--- config.mk ---
export PLATFORM = sky130hd
export DESIGN_NAME = rvPipeline
export DESIGN_NICKNAME = d
export VERILOG_FILES = /design/src/verilog/rvPkg.sv /design/src/verilog/rvPipeline.sv /design/src/verilog/executeStage.sv /design/src/verilog/hazardUnit.sv /design/src/verilog/decodeStage.sv /design/src/verilog/regFile.sv
export SDC_FILE = /design/constraint.sdc
export NUM_CORES = 2
export LEC_CHECK = 0
export BUFFER_PORTS_ARGS = -buffer_cell sky130_fd_sc_hd__buf_2
export CAP_MARGIN = 0
export CORE_ASPECT_RATIO = 1.1
export CORE_MARGIN = 2
export CORE_UTILIZATION = 35
export CTS_CLUSTER_SIZE = 16
export DETAILED_ROUTE_END_ITERATION = 6
export GPL_TIMING_DRIVEN = 0
export PLACE_DENSITY = 0.54
export SLEW_MARGIN = 10
export SYNTH_ARGS = -nofsm -noshare
export SYNTH_HDL_FRONTEND = slang
export SYNTH_SLANG_ARGS = --single-unit
--- constraint.sdc ---
create_clock -name clk -period 19.98 [get_ports clk]
set_clock_uncertainty 0.05 [all_clocks]
set_input_delay 3.996 -clock clk [delete_from_list [all_inputs] [get_ports clk]]
set_output_delay 3.996 -clock clk [all_outputs]
set_load 0.02 [all_outputs]
--- src/verilog/rvPkg.sv ---
// RV32I pipeline shared definitions
package rvPkg;

    // ==================================================
    // widths and opcodes
    // ==================================================
    localparam int xlen     = 32;
    localparam int addrW    = 30;
    localparam int regAddrW = 5;

    // instruction bits 6 to 2
    localparam logic [4:0] opLoad   = 5'b00000;
    localparam logic [4:0] opStore  = 5'b01000;
    localparam logic [4:0] opBranch = 5'b11000;
    localparam logic [4:0] opJal    = 5'b11011;
    localparam logic [4:0] opImm    = 5'b00100;
    localparam logic [4:0] opReg    = 5'b01100;

    typedef enum logic [1:0] {
        aluAdd    = 2'b00,
        aluBranch = 2'b01,
        aluReg    = 2'b10,
        aluImm    = 2'b11
    } aluOpT;

    // encoded as {funct7 bit 5, funct3}
    typedef enum logic [3:0] {
        ctrlAdd = 4'b0000,
        ctrlSll = 4'b0001,
        ctrlSlt = 4'b0010,
        ctrlXor = 4'b0100,
        ctrlSrl = 4'b0101,
        ctrlOr  = 4'b0110,
        ctrlAnd = 4'b0111,
        ctrlSub = 4'b1000,
        ctrlSra = 4'b1101
    } aluCtrlT;

    typedef enum logic [1:0] {
        fwdNone = 2'b00,
        fwdWb   = 2'b01,
        fwdMem  = 2'b10
    } fwdSelT;

    // ==================================================
    // instruction word views
    // ==================================================
    typedef struct packed {
        logic [6:0]          funct7;
        logic [regAddrW-1:0] rs2;
        logic [regAddrW-1:0] rs1;
        logic [2:0]          funct3;
        logic [regAddrW-1:0] rd;
        logic [6:0]          opcode;
    } rTypeT;

    typedef struct packed {
        logic [11:0]         imm12;
        logic [regAddrW-1:0] rs1;
        logic [2:0]          funct3;
        logic [regAddrW-1:0] rd;
        logic [6:0]          opcode;
    } iTypeT;

    typedef union packed {
        rTypeT rType;
        iTypeT iType;
    } instrT;

    // addi x0, x0, 0
    localparam logic [xlen-1:0] nopInstr    = 32'h0000_0013;
    // opcode 11111 decodes to no control at all
    localparam logic [xlen-1:0] bubbleInstr = 32'h0000_007f;

endpackage
--- src/verilog/rvPipeline.sv ---
// Five-stage RV32I pipeline
`timescale 1ns/1ps

module rvPipeline #(
    parameter int numRegs = 32
) (
    input  logic                    clk,
    input  logic                    rst_n,
    // instruction cache
    output logic                    ICACHE_ren,
    output logic [rvPkg::addrW-1:0] ICACHE_addr,
    input  logic                    ICACHE_stall,
    input  logic [rvPkg::xlen-1:0]  ICACHE_rdata,
    // data cache
    output logic                    DCACHE_ren,
    output logic                    DCACHE_wen,
    output logic [rvPkg::addrW-1:0] DCACHE_addr,
    output logic [rvPkg::xlen-1:0]  DCACHE_wdata,
    input  logic                    DCACHE_stall,
    input  logic [rvPkg::xlen-1:0]  DCACHE_rdata
);

    localparam int xlen = rvPkg::xlen;
    localparam int rw   = rvPkg::regAddrW;

    // ==================================================
    // pipeline registers
    // ==================================================
    logic [xlen-1:0] pcReg;
    logic [xlen-1:0] ifIdPc;
    rvPkg::instrT    ifIdInstr;

    logic idExRegWrite, idExMemToReg, idExJal, idExBranch, idExMemRead, idExMemWrite;
    logic            idExAluSrc;
    rvPkg::aluOpT    idExAluOp;
    logic [xlen-1:0] idExPc, idExImm, idExOpA, idExOpB;
    logic [2:0]      idExFunct3;
    logic            idExFunct7b;
    logic [rw-1:0]   idExRd, idExRs1, idExRs2;

    logic exMemRegWrite, exMemMemToReg, exMemJal, exMemMemRead, exMemMemWrite;
    logic [xlen-1:0] exMemAlu, exMemStore, exMemTarget, exMemLink;
    logic [rw-1:0]   exMemRd;

    logic memWbRegWrite, memWbMemToReg, memWbJal;
    logic [xlen-1:0] memWbAlu, memWbLoad, memWbLink;
    logic [rw-1:0]   memWbRd;

    // stage outputs
    logic decJal, decBranch, decMemRead, decMemWrite, decMemToReg, decAluSrc, decRegWrite;
    rvPkg::aluOpT    decAluOp;
    logic [xlen-1:0] decImm, decOpA, decOpB, rfA, rfB;
    logic [2:0]      decFunct3;
    logic            decFunct7b;
    logic [rw-1:0]   decRd, decRs1, decRs2;
    rvPkg::fwdSelT   fwdDecA, fwdDecB, fwdExA, fwdExB;
    logic            loadUseStall, branchTaken;
    logic [xlen-1:0] aluResult, storeData, target, linkValue;

    // control
    logic            freeze, jalFlush, decStall, idFlush;
    logic [xlen-1:0] pcNext, fetchWord, loadWord, wbValue;

    assign freeze   = ICACHE_stall || DCACHE_stall;
    assign jalFlush = exMemJal;
    // a jal in memory redirects even if the flushed load would stall
    assign decStall = loadUseStall && !jalFlush;
    assign idFlush  = loadUseStall || branchTaken || jalFlush;

    assign pcNext = jalFlush    ? exMemTarget :
                    branchTaken ? target      :
                    decStall    ? pcReg       : pcReg + xlen'(4);

    // memory holds words in big-endian byte order
    assign fetchWord = {<<8{ICACHE_rdata}};
    assign loadWord  = {<<8{memWbLoad}};
    assign wbValue   = memWbJal ? memWbLink : (memWbMemToReg ? loadWord : memWbAlu);

    assign ICACHE_ren   = 1'b1;
    assign ICACHE_addr  = pcReg[xlen-1:2];
    assign DCACHE_ren   = exMemMemRead;
    assign DCACHE_wen   = exMemMemWrite;
    assign DCACHE_addr  = exMemAlu[xlen-1:2];
    assign DCACHE_wdata = {<<8{exMemStore}};

    // ==================================================
    // state update, frozen while either cache stalls
    // ==================================================
    always_ff @(posedge clk or negedge rst_n) begin
        if (!rst_n) begin
            pcReg         <= '0;
            ifIdInstr     <= rvPkg::nopInstr;
            idExRegWrite  <= 1'b0;
            idExMemToReg  <= 1'b0;
            idExJal       <= 1'b0;
            idExBranch    <= 1'b0;
            idExMemRead   <= 1'b0;
            idExMemWrite  <= 1'b0;
            exMemRegWrite <= 1'b0;
            exMemMemToReg <= 1'b0;
            exMemJal      <= 1'b0;
            exMemMemRead  <= 1'b0;
            exMemMemWrite <= 1'b0;
            memWbRegWrite <= 1'b0;
            memWbMemToReg <= 1'b0;
            memWbJal      <= 1'b0;
        end else if (!freeze) begin
            pcReg <= pcNext;
            if (!decStall) begin
                ifIdInstr <= (branchTaken || jalFlush) ? rvPkg::bubbleInstr : fetchWord;
            end
            // flush or load-use bubble into execute
            idExRegWrite  <= decRegWrite && !idFlush;
            idExMemToReg  <= decMemToReg && !idFlush;
            idExJal       <= decJal && !idFlush;
            idExBranch    <= decBranch && !idFlush;
            idExMemRead   <= decMemRead && !idFlush;
            idExMemWrite  <= decMemWrite && !idFlush;
            exMemRegWrite <= idExRegWrite && !jalFlush;
            exMemMemToReg <= idExMemToReg && !jalFlush;
            exMemJal      <= idExJal && !jalFlush;
            exMemMemRead  <= idExMemRead && !jalFlush;
            exMemMemWrite <= idExMemWrite && !jalFlush;
            memWbRegWrite <= exMemRegWrite;
            memWbMemToReg <= exMemMemToReg;
            memWbJal      <= exMemJal;
        end
    end

    always_ff @(posedge clk) begin
        if (!freeze) begin
            if (!decStall) begin
                ifIdPc <= pcReg;
            end
            idExPc      <= ifIdPc;
            idExAluSrc  <= decAluSrc;
            idExAluOp   <= decAluOp;
            idExImm     <= decImm;
            idExOpA     <= decOpA;
            idExOpB     <= decOpB;
            idExFunct3  <= decFunct3;
            idExFunct7b <= decFunct7b;
            idExRd      <= decRd;
            idExRs1     <= decRs1;
            idExRs2     <= decRs2;
            exMemAlu    <= aluResult;
            exMemStore  <= storeData;
            exMemTarget <= target;
            exMemLink   <= linkValue;
            exMemRd     <= idExRd;
            memWbAlu    <= exMemAlu;
            memWbLoad   <= DCACHE_rdata;
            memWbLink   <= exMemLink;
            memWbRd     <= exMemRd;
        end
    end

    regFile #(.numRegs(numRegs)) i_regFile (
        .clk(clk), .rst_n(rst_n), .wen(memWbRegWrite), .wAddr(memWbRd), .wData(wbValue),
        .rAddrA(decRs1), .rAddrB(decRs2), .rDataA(rfA), .rDataB(rfB)
    );

    decodeStage i_decodeStage (
        .instr(ifIdInstr), .regA(rfA), .regB(rfB), .wbValue(wbValue), .memValue(exMemAlu),
        .fwdDecA(fwdDecA), .fwdDecB(fwdDecB), .jal(decJal), .branch(decBranch),
        .memRead(decMemRead), .memWrite(decMemWrite), .memToReg(decMemToReg),
        .aluSrc(decAluSrc), .regWrite(decRegWrite), .aluOp(decAluOp), .imm(decImm),
        .funct3(decFunct3), .funct7b(decFunct7b), .rd(decRd), .rs1(decRs1), .rs2(decRs2),
        .opA(decOpA), .opB(decOpB)
    );

    hazardUnit i_hazardUnit (
        .decRs1(decRs1), .decRs2(decRs2), .exRs1(idExRs1), .exRs2(idExRs2), .exRd(idExRd),
        .exMemRead(idExMemRead), .memRd(exMemRd), .memRegWrite(exMemRegWrite),
        .wbRd(memWbRd), .wbRegWrite(memWbRegWrite), .fwdDecA(fwdDecA), .fwdDecB(fwdDecB),
        .fwdExA(fwdExA), .fwdExB(fwdExB), .loadUseStall(loadUseStall)
    );

    executeStage i_executeStage (
        .aluOp(idExAluOp), .aluSrc(idExAluSrc), .branch(idExBranch), .funct3(idExFunct3),
        .funct7b(idExFunct7b), .imm(idExImm), .pc(idExPc), .regA(idExOpA), .regB(idExOpB),
        .wbValue(wbValue), .memValue(exMemAlu), .fwdExA(fwdExA), .fwdExB(fwdExB),
        .aluResult(aluResult), .storeData(storeData), .branchTaken(branchTaken),
        .target(target), .linkValue(linkValue)
    );

endmodule

--- src/verilog/executeStage.sv ---
// Execute stage ALU and branch resolution
`timescale 1ns/1ps

module executeStage (
    input  rvPkg::aluOpT           aluOp,
    input  logic                   aluSrc,
    input  logic                   branch,
    input  logic [2:0]             funct3,
    input  logic                   funct7b,
    input  logic [rvPkg::xlen-1:0] imm,
    input  logic [rvPkg::xlen-1:0] pc,
    input  logic [rvPkg::xlen-1:0] regA,
    input  logic [rvPkg::xlen-1:0] regB,
    input  logic [rvPkg::xlen-1:0] wbValue,
    input  logic [rvPkg::xlen-1:0] memValue,
    input  rvPkg::fwdSelT          fwdExA,
    input  rvPkg::fwdSelT          fwdExB,
    output logic [rvPkg::xlen-1:0] aluResult,
    output logic [rvPkg::xlen-1:0] storeData,
    output logic                   branchTaken,
    output logic [rvPkg::xlen-1:0] target,
    output logic [rvPkg::xlen-1:0] linkValue
);

    logic [rvPkg::xlen-1:0] opA;
    logic [rvPkg::xlen-1:0] opB;
    logic [rvPkg::xlen-1:0] aluB;
    logic [4:0]             shamt;
    rvPkg::aluCtrlT         aluCtrl;

    always_comb begin
        case (fwdExA)
            rvPkg::fwdWb:  opA = wbValue;
            rvPkg::fwdMem: opA = memValue;
            default:       opA = regA;
        endcase
        case (fwdExB)
            rvPkg::fwdWb:  opB = wbValue;
            rvPkg::fwdMem: opB = memValue;
            default:       opB = regB;
        endcase
    end

    assign aluB      = aluSrc ? imm : opB;
    assign shamt     = aluB[4:0];
    assign storeData = opB;

    // ==================================================
    // ALU control and ALU
    // ==================================================
    always_comb begin
        case (aluOp)
            rvPkg::aluReg: aluCtrl = rvPkg::aluCtrlT'({funct7b, funct3});
            rvPkg::aluImm: begin
                // bit 30 is part of the immediate except on srai
                if (funct3 == 3'b101 && funct7b) begin
                    aluCtrl = rvPkg::ctrlSra;
                end else begin
                    aluCtrl = rvPkg::aluCtrlT'({1'b0, funct3});
                end
            end
            // loads, stores, jal and branches
            default: aluCtrl = rvPkg::ctrlAdd;
        endcase
    end

    always_comb begin
        case (aluCtrl)
            rvPkg::ctrlAdd: aluResult = opA + aluB;
            rvPkg::ctrlSub: aluResult = opA - aluB;
            rvPkg::ctrlSlt: aluResult = ($signed(opA) < $signed(aluB)) ? rvPkg::xlen'(1) : '0;
            rvPkg::ctrlXor: aluResult = opA ^ aluB;
            rvPkg::ctrlOr:  aluResult = opA | aluB;
            rvPkg::ctrlAnd: aluResult = opA & aluB;
            rvPkg::ctrlSll: aluResult = opA << shamt;
            rvPkg::ctrlSrl: aluResult = opA >> shamt;
            rvPkg::ctrlSra: aluResult = $signed(opA) >>> shamt;
            default:        aluResult = '0;
        endcase
    end

    // beq with funct3 bit 0 clear, bne with it set
    assign branchTaken = branch && ((opA == opB) ^ funct3[0]);
    assign target      = pc + imm;
    assign linkValue   = pc + rvPkg::xlen'(4);

endmodule

--- src/verilog/hazardUnit.sv ---
// Forwarding selects and load-use detection
`timescale 1ns/1ps

module hazardUnit (
    input  logic [rvPkg::regAddrW-1:0] decRs1,
    input  logic [rvPkg::regAddrW-1:0] decRs2,
    input  logic [rvPkg::regAddrW-1:0] exRs1,
    input  logic [rvPkg::regAddrW-1:0] exRs2,
    input  logic [rvPkg::regAddrW-1:0] exRd,
    input  logic                       exMemRead,
    input  logic [rvPkg::regAddrW-1:0] memRd,
    input  logic                       memRegWrite,
    input  logic [rvPkg::regAddrW-1:0] wbRd,
    input  logic                       wbRegWrite,
    output rvPkg::fwdSelT              fwdDecA,
    output rvPkg::fwdSelT              fwdDecB,
    output rvPkg::fwdSelT              fwdExA,
    output rvPkg::fwdSelT              fwdExB,
    output logic                       loadUseStall
);

    logic memValid;
    logic wbValid;

    // x0 never forwards
    assign memValid = memRegWrite && memRd != '0;
    assign wbValid  = wbRegWrite && wbRd != '0;

    // decode side, writeback first
    assign fwdDecA = (wbValid && wbRd == decRs1)   ? rvPkg::fwdWb  :
                     (memValid && memRd == decRs1) ? rvPkg::fwdMem : rvPkg::fwdNone;
    assign fwdDecB = (wbValid && wbRd == decRs2)   ? rvPkg::fwdWb  :
                     (memValid && memRd == decRs2) ? rvPkg::fwdMem : rvPkg::fwdNone;

    // execute side, the younger memory-stage result wins
    assign fwdExA = (memValid && memRd == exRs1) ? rvPkg::fwdMem :
                    (wbValid && wbRd == exRs1)   ? rvPkg::fwdWb  : rvPkg::fwdNone;
    assign fwdExB = (memValid && memRd == exRs2) ? rvPkg::fwdMem :
                    (wbValid && wbRd == exRs2)   ? rvPkg::fwdWb  : rvPkg::fwdNone;

    // load data is only ready after the memory stage
    assign loadUseStall = exMemRead && exRd != '0 && (exRd == decRs1 || exRd == decRs2);

endmodule

--- src/verilog/decodeStage.sv ---
// Decode stage control and operands
`timescale 1ns/1ps

module decodeStage (
    input  rvPkg::instrT               instr,
    input  logic [rvPkg::xlen-1:0]     regA,
    input  logic [rvPkg::xlen-1:0]     regB,
    input  logic [rvPkg::xlen-1:0]     wbValue,
    input  logic [rvPkg::xlen-1:0]     memValue,
    input  rvPkg::fwdSelT              fwdDecA,
    input  rvPkg::fwdSelT              fwdDecB,
    output logic                       jal,
    output logic                       branch,
    output logic                       memRead,
    output logic                       memWrite,
    output logic                       memToReg,
    output logic                       aluSrc,
    output logic                       regWrite,
    output rvPkg::aluOpT               aluOp,
    output logic [rvPkg::xlen-1:0]     imm,
    output logic [2:0]                 funct3,
    output logic                       funct7b,
    output logic [rvPkg::regAddrW-1:0] rd,
    output logic [rvPkg::regAddrW-1:0] rs1,
    output logic [rvPkg::regAddrW-1:0] rs2,
    output logic [rvPkg::xlen-1:0]     opA,
    output logic [rvPkg::xlen-1:0]     opB
);

    rvPkg::rTypeT rView;
    rvPkg::iTypeT iView;
    logic [4:0]   opcode;

    assign rView   = instr.rType;
    assign iView   = instr.iType;
    assign opcode  = rView.opcode[6:2];
    assign rs1     = rView.rs1;
    assign rs2     = rView.rs2;
    assign rd      = rView.rd;
    assign funct3  = rView.funct3;
    assign funct7b = rView.funct7[5];

    // ==================================================
    // control flags
    // ==================================================
    always_comb begin
        jal      = 1'b0;
        branch   = 1'b0;
        memRead  = 1'b0;
        memWrite = 1'b0;
        memToReg = 1'b0;
        aluSrc   = 1'b0;
        regWrite = 1'b0;
        aluOp    = rvPkg::aluAdd;
        case (opcode)
            rvPkg::opReg: begin
                regWrite = 1'b1;
                aluOp    = rvPkg::aluReg;
            end
            rvPkg::opImm: begin
                regWrite = 1'b1;
                aluSrc   = 1'b1;
                aluOp    = rvPkg::aluImm;
            end
            rvPkg::opLoad: begin
                memRead  = 1'b1;
                memToReg = 1'b1;
                regWrite = 1'b1;
                aluSrc   = 1'b1;
            end
            rvPkg::opStore: begin
                memWrite = 1'b1;
                aluSrc   = 1'b1;
            end
            rvPkg::opBranch: begin
                branch = 1'b1;
                aluOp  = rvPkg::aluBranch;
            end
            rvPkg::opJal: begin
                jal      = 1'b1;
                regWrite = 1'b1;
            end
            // unknown opcodes stay a no-op
            default: aluOp = rvPkg::aluAdd;
        endcase
    end

    // immediate by format
    always_comb begin
        case (opcode)
            rvPkg::opStore: imm = {{20{rView.funct7[6]}}, rView.funct7, rView.rd};
            rvPkg::opBranch: imm = {{20{rView.funct7[6]}}, rView.rd[0], rView.funct7[5:0],
                                    rView.rd[4:1], 1'b0};
            rvPkg::opJal: imm = {{12{iView.imm12[11]}}, iView.rs1, iView.funct3,
                                 iView.imm12[0], iView.imm12[10:1], 1'b0};
            rvPkg::opLoad, rvPkg::opImm: imm = {{20{iView.imm12[11]}}, iView.imm12};
            default: imm = '0;
        endcase
    end

    // writeback forwarding covers a register write in this same cycle
    always_comb begin
        case (fwdDecA)
            rvPkg::fwdWb:  opA = wbValue;
            rvPkg::fwdMem: opA = memValue;
            default:       opA = regA;
        endcase
        case (fwdDecB)
            rvPkg::fwdWb:  opB = wbValue;
            rvPkg::fwdMem: opB = memValue;
            default:       opB = regB;
        endcase
    end

endmodule

--- src/verilog/regFile.sv ---
// Integer register file
`timescale 1ns/1ps

module regFile #(
    parameter int numRegs = 32
) (
    input  logic                       clk,
    input  logic                       rst_n,
    input  logic                       wen,
    input  logic [rvPkg::regAddrW-1:0] wAddr,
    input  logic [rvPkg::xlen-1:0]     wData,
    input  logic [rvPkg::regAddrW-1:0] rAddrA,
    input  logic [rvPkg::regAddrW-1:0] rAddrB,
    output logic [rvPkg::xlen-1:0]     rDataA,
    output logic [rvPkg::xlen-1:0]     rDataB
);

    logic [rvPkg::xlen-1:0] regs [numRegs];

    // x0 is never written and keeps its reset value
    always_ff @(posedge clk or negedge rst_n) begin
        if (!rst_n) begin
            for (int i = 0; i < numRegs; i++) begin
                regs[i] <= '0;
            end
        end else if (wen && wAddr != '0 && int'(wAddr) < numRegs) begin
            regs[wAddr] <= wData;
        end
    end

    // indices past numRegs read as zero
    assign rDataA = (int'(rAddrA) < numRegs) ? regs[rAddrA] : '0;
    assign rDataB = (int'(rAddrB) < numRegs) ? regs[rAddrB] : '0;

endmodule

# --- Word level (Yosys, flattened, before mapping) ---
# Cells that the tools add are included.
word_totals:
  regBits: 1516
  inputBits: 68
  output_inout_bits: 95
op_classes:
  add_sub_neg: 5
  order_cmp: 5
  n_eq_ne: 36
  shifts: 3
  n_mux: 40
  bitwise_logic: 9
  reduce_logical: 42
op_table:
  columns: ["operator", "count"]
  rows:
  - ["1024-bit bitwise mux", 1]
  - ["32-bit 2-to-1 mux", 12]
  - ["32-bit binary-select mux with 5-bit select", 2]
  - ["32-bit one-hot mux with 9 select lines", 1]
  - ["32-bit one-hot mux with 2 select lines", 4]
  - ["32-bit demux with 5-bit select", 1]
  - ["32-bit one-hot mux with 4 select lines", 1]
  - ["32-bit by 3-bit adder with 32-bit output (second input constant)", 2]
  - ["32-bit adder", 2]
  - ["5-bit equality test", 10]
  - ["32-bit bitwise AND", 1]
  - ["32-bit equality test", 1]
  - ["32-bit less-than comparator", 1]
  - ["32-bit OR", 1]
  - ["32-bit by 5-bit left shift with 32-bit output", 1]
  - ["32-bit by 5-bit >> shifter with 32-bit output", 1]
  - ["32-bit by 5-bit >>> shifter with 32-bit output", 1]
  - ["32-bit subtractor", 1]
  - ["32-bit bitwise XOR", 1]
  - ["1-bit logical AND", 25]
  - ["6-bit greater-or-equal comparator (second input constant)", 3]
  - ["5-bit NOT with 6-bit output", 3]
  - ["4-bit by 3-bit equality test with 1-bit output (second input constant)", 4]
  - ["5-bit nonzero test", 3]
  - ["26 further kinds", 57]

# --- Logic depth before layout (Yosys ltp) ---
depth:
  word_depth: 14
  depth_mapped: 27
  depth_no_buf: 20

# --- By module ---
# Synthesis repeated with hierarchy kept, for this count alone.
hier_totals:
  hier_cells: 8097
  area_unflattened_um2: 88225.9
modules_own_cells:
  columns: ["module", "n_inst", "cells_each", "area_per_inst_um2", "seq_area_each_um2"]
  rows:
  - ["regFile", 1, 4609, 55399.4, 25624.6]
  - ["rvPipeline", 1, 1070, 17689.5, 14447.6]
  - ["executeStage", 1, 2019, 12617.1, 0.0]
  - ["decodeStage", 1, 312, 1781.7, 0.0]
  - ["hazardUnit", 1, 87, 738.2, 0.0]

# --- Worst setup path before layout ---
# Ideal clock, no wire load.
synth_path:
  path_type: "input to register"
  startpoint: "in DCACHE_stall"
  endpoint: "reg exMemRegWrite"
  arrival_time_ns: 15.443
  t_required_ns: 19.322
  setup_slack_ns: 3.879
  path_stages: 6
  cell_sequence: "or2_2 > clkbuf_1 > inv_1 > clkbuf_1 > clkbuf_1 > o21ai_0"
synth_via:
  elab_chain_len: 1
synth_rtl:
  columns: ["element", "line", "rtl"]
  rows:
  - ["from (decl)", "rvPipeline.sv:19", "input logic DCACHE_stall,"]
  - ["1-bit logical OR", "rvPipeline.sv:64", "assign freeze = ICACHE_stall || DCACHE_stall;"]
  - ["to (signal assigned)", "rvPipeline.sv:119", "exMemRegWrite <= idExRegWrite && !jalFlush;"]
  - ["to (decl)", "rvPipeline.sv:41", "logic exMemRegWrite, exMemMemToReg, exMemJal, exMemMemRead, exMemMemWrite;"]
# Every way passes these cells.
# A chain may end at the register's enable or synchronous reset.

# --- Worst setup path in the final report ---
layout_path:
  startpoint: "reg memWbJal"
  endpoint: "reg exMemAlu[0], data pin"
layout_via:
  elab_chain_len: 6
  word_cells_on_any_way: 15
  classes_between: "2 x add/sub; 1 x order compare; 3 x shift; 6 x mux; 3 x bitwise"
layout_rtl:
  columns: ["element", "line", "rtl"]
  rows:
  - ["from (decl)", "rvPipeline.sv:45", "logic memWbRegWrite, memWbMemToReg, memWbJal;"]
  - ["from (signal assigned)", "rvPipeline.sv:126", "memWbJal <= exMemJal;"]
  - ["32-bit 2-to-1 mux (*)", "rvPipeline.sv:77", "assign wbValue = memWbJal ? memWbLink : (memWbMemToReg ? loadWord : memWbAlu);"]
  - ["32-bit one-hot mux with 2 select lines", "executeStage.sv:37", "case (fwdExB)"]
  - ["32-bit 2-to-1 mux", "executeStage.sv:44", "assign aluB = aluSrc ? imm : opB;"]
  - ["32-bit less-than comparator", "executeStage.sv:71", "rvPkg::ctrlSlt: aluResult = ($signed(opA) < $signed(aluB)) ? rvPkg::xlen'(1) : '0;"]
  - ["1-bit 2-to-1 mux", "executeStage.sv:71", null]
  - ["32-bit one-hot mux with 9 select lines (*)", "executeStage.sv:68", "case (aluCtrl)"]
  - ["to (signal assigned)", "rvPipeline.sv:146", "exMemAlu <= aluResult;"]
  - ["to (decl)", "rvPipeline.sv:42", "logic [xlen-1:0] exMemAlu, exMemStore, exMemTarget, exMemLink;"]
# Mark *: on every way between the ends. The rest lies on a longest branch, timed or not.

==> results.yml <==
drt:
  ant_nets: 0
  vias: 70500
  vias_per_cell: 6.25
  wl_mm: 391
  drc_errors: 0
  firstDrtPassIters: 7
  drtIter0Drc: 9821
  detail_route.wl_per_cell_microns: 34.7
final_layout:
  regArea_sq_um: 39600
  final_cell_area_sq_um: 95900
  drive_gt1_share_pct: 18.0
  area_delta_synth_final_pct: 13.9
  multi_input_area_sq_um: 41200
  postLayoutCoreUtil_pct: 40.1
  fillers: 23200
  fin_nets: 8176
cts:
  post_cts.repair.setup_buffers: 0
  ctsResizeCount: 0
  root_buffer: "clkbuf_16"
  h-tree-depth: 4
  clkTransAtPathRegs_ns: 0.06
  cts_sinks: 1503
  numCtsBuffers: 169
  insertion_delay_ns: 0.88
  tritoncts: "yes"
  clk_path_buf_depth: 3
  hold_buffers: 0
sta:
  holdWs_ns: 0.344
  setup_tns_ns: 0
  maxSlewViolCount: 0
  max_freq_mhz: 101
  fin_crit_ns: 9.87
  period_share_pct: 49.4
  worst_pin_slew_ns: 1.40
  setup_violations: 0
  slew_headroom_pct: 6.68
  hold_viol_final: 0
  rsz0062_at_grt: "false"
place:
  dp_hpwl_mm: 301
  placed_area_sq_um: 90100
  portBuffers: 159
  gp_congestion: 1.05
logic_synthesis:
  synthArstFlopShare_pct: 73.1
  synth_cells: 7598
  yosysWarnings: 0
  ys_seq_area_share_pct: 47.1
  synth_top_cells_by_area: "dfrtp_1 (33%), mux4_2 (17%), edfxtp_1 (14%)"
  ys.flop_type: "dfrtp_1"
  yosysTopAreaCellShare_pct: 32.6
  yosys.area.top_type: "dfrtp_1"
  synth_area_per_cell_sq_um: 11.1
  syn-cell-area_sq_um: 84200
  ys_ff_latch: 1503
  synth_cell_type_count: 92
  synth_nets: 7799
  synth_edf_count: 405
power:
  finalPower_uw: 11000
  vdd.ir_drop.worst_v: 0.0000841
  leakage_uw: 0.0385
  p_per_area_nw_per_um2: 114
hold_path:
  hp-class: "reg -> reg"
global_routing:
  global_route.overflow_total: 0
  grt_start_max_net_pins: 158
  grt.total_usage_pct: 31.3
  grt_pass1_vias: 67600
  grt_antenna_before_repair: 56
  grt_pass1_wl_mm: 537
floorplanning:
  rows: 188
  die_x_microns: 472
  die_h_microns: 519
  ioPinCount: 163
  fp.dieArea_sq_um: 245000
  start_util_pct: 35.3
  coreArea_sq_um: 239000
critical_path:
  cp-start-kind: "flop"
  cp_max_fo: 11
  critical_path_required_ns: 20.63
  arrival_ns: 10.52
  endpoint_kind: "flop"
  critPathKind: "reg -> reg"
flow_run:
  drv_cap: 0
outcome:
  status: "completed"
[worst paths after layout]
kind	startpoint	end	slack [ns]	depth (start not counted)
max in group asynchronous	rst_n	ifIdInstr[25]	14.75	3
worst max-delay path	memWbJal	exMemAlu[0]	10.11	25
worst min-delay path	exMemLink[30]	memWbLink[30]	0.34	0
worst min register to register	exMemLink[30]	memWbLink[30]	0.34	0
min in group asynchronous	rst_n	i_regFile.regs[665]	3.07	1
worst max register to register	memWbJal	exMemAlu[0]	10.11	25
[kinds of logic after synthesis]
group / synth area share, %
buf+inv: 4.37
other cells: 0.00445
xor+xnor: 1.43
mux: 21.9
simple gates: 10.5
fa+ha+maj: 2.00
compound gates: 12.7
flops: 47.1
[critical path, cell delays in order, from the launching register on]
cell and delay, ns:
dfrtp_1 0.37, inv_2 0.19, buf_2 0.43, buf_2 0.55
mux2i_4 0.35, or3_1 0.43, a311oi_1 0.52, nor2_1 0.28
inv_2 0.28, buf_2 0.39, buf_2 0.43, buf_2 0.44
ha_1 0.24, inv_1 0.06, fa_1 0.47, a21o_1 0.19
a21o_1 0.22, a211oi_1 0.51, nor4b_1 0.17, o41a_1 0.54
a2111o_1 0.45, a311oi_1 0.56, nor3_1 0.26, o21ai_0 0.93
a21oi_1 0.14, nand3_1 0.23
[cell usage in the layout (no fill, tap or decap), types with 93 or more instances in the layout]
master | Yosys | layout
a21oi_1 | 170 | 170
buf_2 | 42 | 223
clkbuf_1 | 562 | 577
clkbuf_16 | 0 | 172
dfrtp_1 | 1097 | 1097
edfxtp_1 | 405 | 405
ha_1 | 130 | 130
inv_1 | 131 | 131
mux2i_1 | 300 | 265
mux4_2 | 651 | 651
nand2_1 | 1279 | 1279
nand3_1 | 99 | 99
nor2_1 | 225 | 224
o21ai_0 | 1255 | 1255
xnor2_1 | 93 | 93
[report_power, final]
| group | internal, uW | switching (uW) |
|---|---|---|
| sequential | 3710 | 458 |
| clock | 1850 | 1410 |
| combinational | 1310 | 2240 |
| total | 6860 | 4110 |
[layout make-up]
class | instances | area share, %
Multi-Input combinational cell | 5200 | 42.9
Sequential cell | 1503 | 41.3
Clock buffer | 233 | 4.98
Tap cell | 3135 | 4.09
Buffer | 753 | 3.34
Timing Repair Buffer | 206 | 1.73
Clock inverter | 80 | 0.990
Inverter | 142 | 0.556
Antenna cell | 19 | 0.0496
[per-stage QoR]
step,setup WS (ns),cells
after CTS,10.18,11300
final,10.11,11300
after floorplan,3.88,7598
after global routing,9.91,11300
after detailed placement,10.19,10900
after global placement,-9.45,10900
[state kept, by name, indices dropped and copies added (netlist names), 3 cells and up]
register / cells
memWbAlu: 32
i_regFile.regs: 1024
idExRs1: 5
memWbLoad: 32
idExPc: 32
memWbRd: 5
exMemRd: 5
idExImm: 21
idExOpB: 32
exMemLink: 32
idExFunct3: 3
ifIdPc: 32
idExRd: 5
exMemTarget: 32
idExOpA: 32
memWbLink: 32
pcReg: 32
exMemAlu: 32
ifIdInstr: 30
idExRs2: 5
exMemStore: 32
[cells in the mapped netlist, drive strengths merged (7+ instances only)]
cell / n
a21o: 35
xor2: 45
or2: 21
o31ai: 34
nand4b: 8
nand2: 1279
inv: 140
nor3b: 8
o21a: 26
mux2i: 300
o21bai: 19
clkbuf: 562
buf: 191
nor4: 47
dfrtp: 1097
a21oi: 170
mux2: 72
nor2b: 24
o221ai: 15
mux4: 651
nor3: 74
o311ai: 7
a221oi: 20
or3: 77
a221o: 13
o21ai: 1271
and2: 20
nand4: 24
a31o: 16
and3: 64
o211ai: 50
a22oi: 16
nand2b: 22
o22ai: 23
edfxtp: 405
nand3: 99
a22o: 8
ha: 130
a211oi: 20
a31oi: 65
or4: 17
a211o: 7
xnor2: 93
nor2: 226
[metal layers]
metal	GRT usage (%)	routed length, microns	vias to the layer above	part of all wire [%]
met4	20.5	30300	16	7.8
met2	47.8	174000	4428	45
li1	-	-	28800	-
met1	38.8	142000	36200	36
met3	8.56	43100	1044	11
met5	0.668	318	-	0.081
Power figures use the tool's default switching activity.
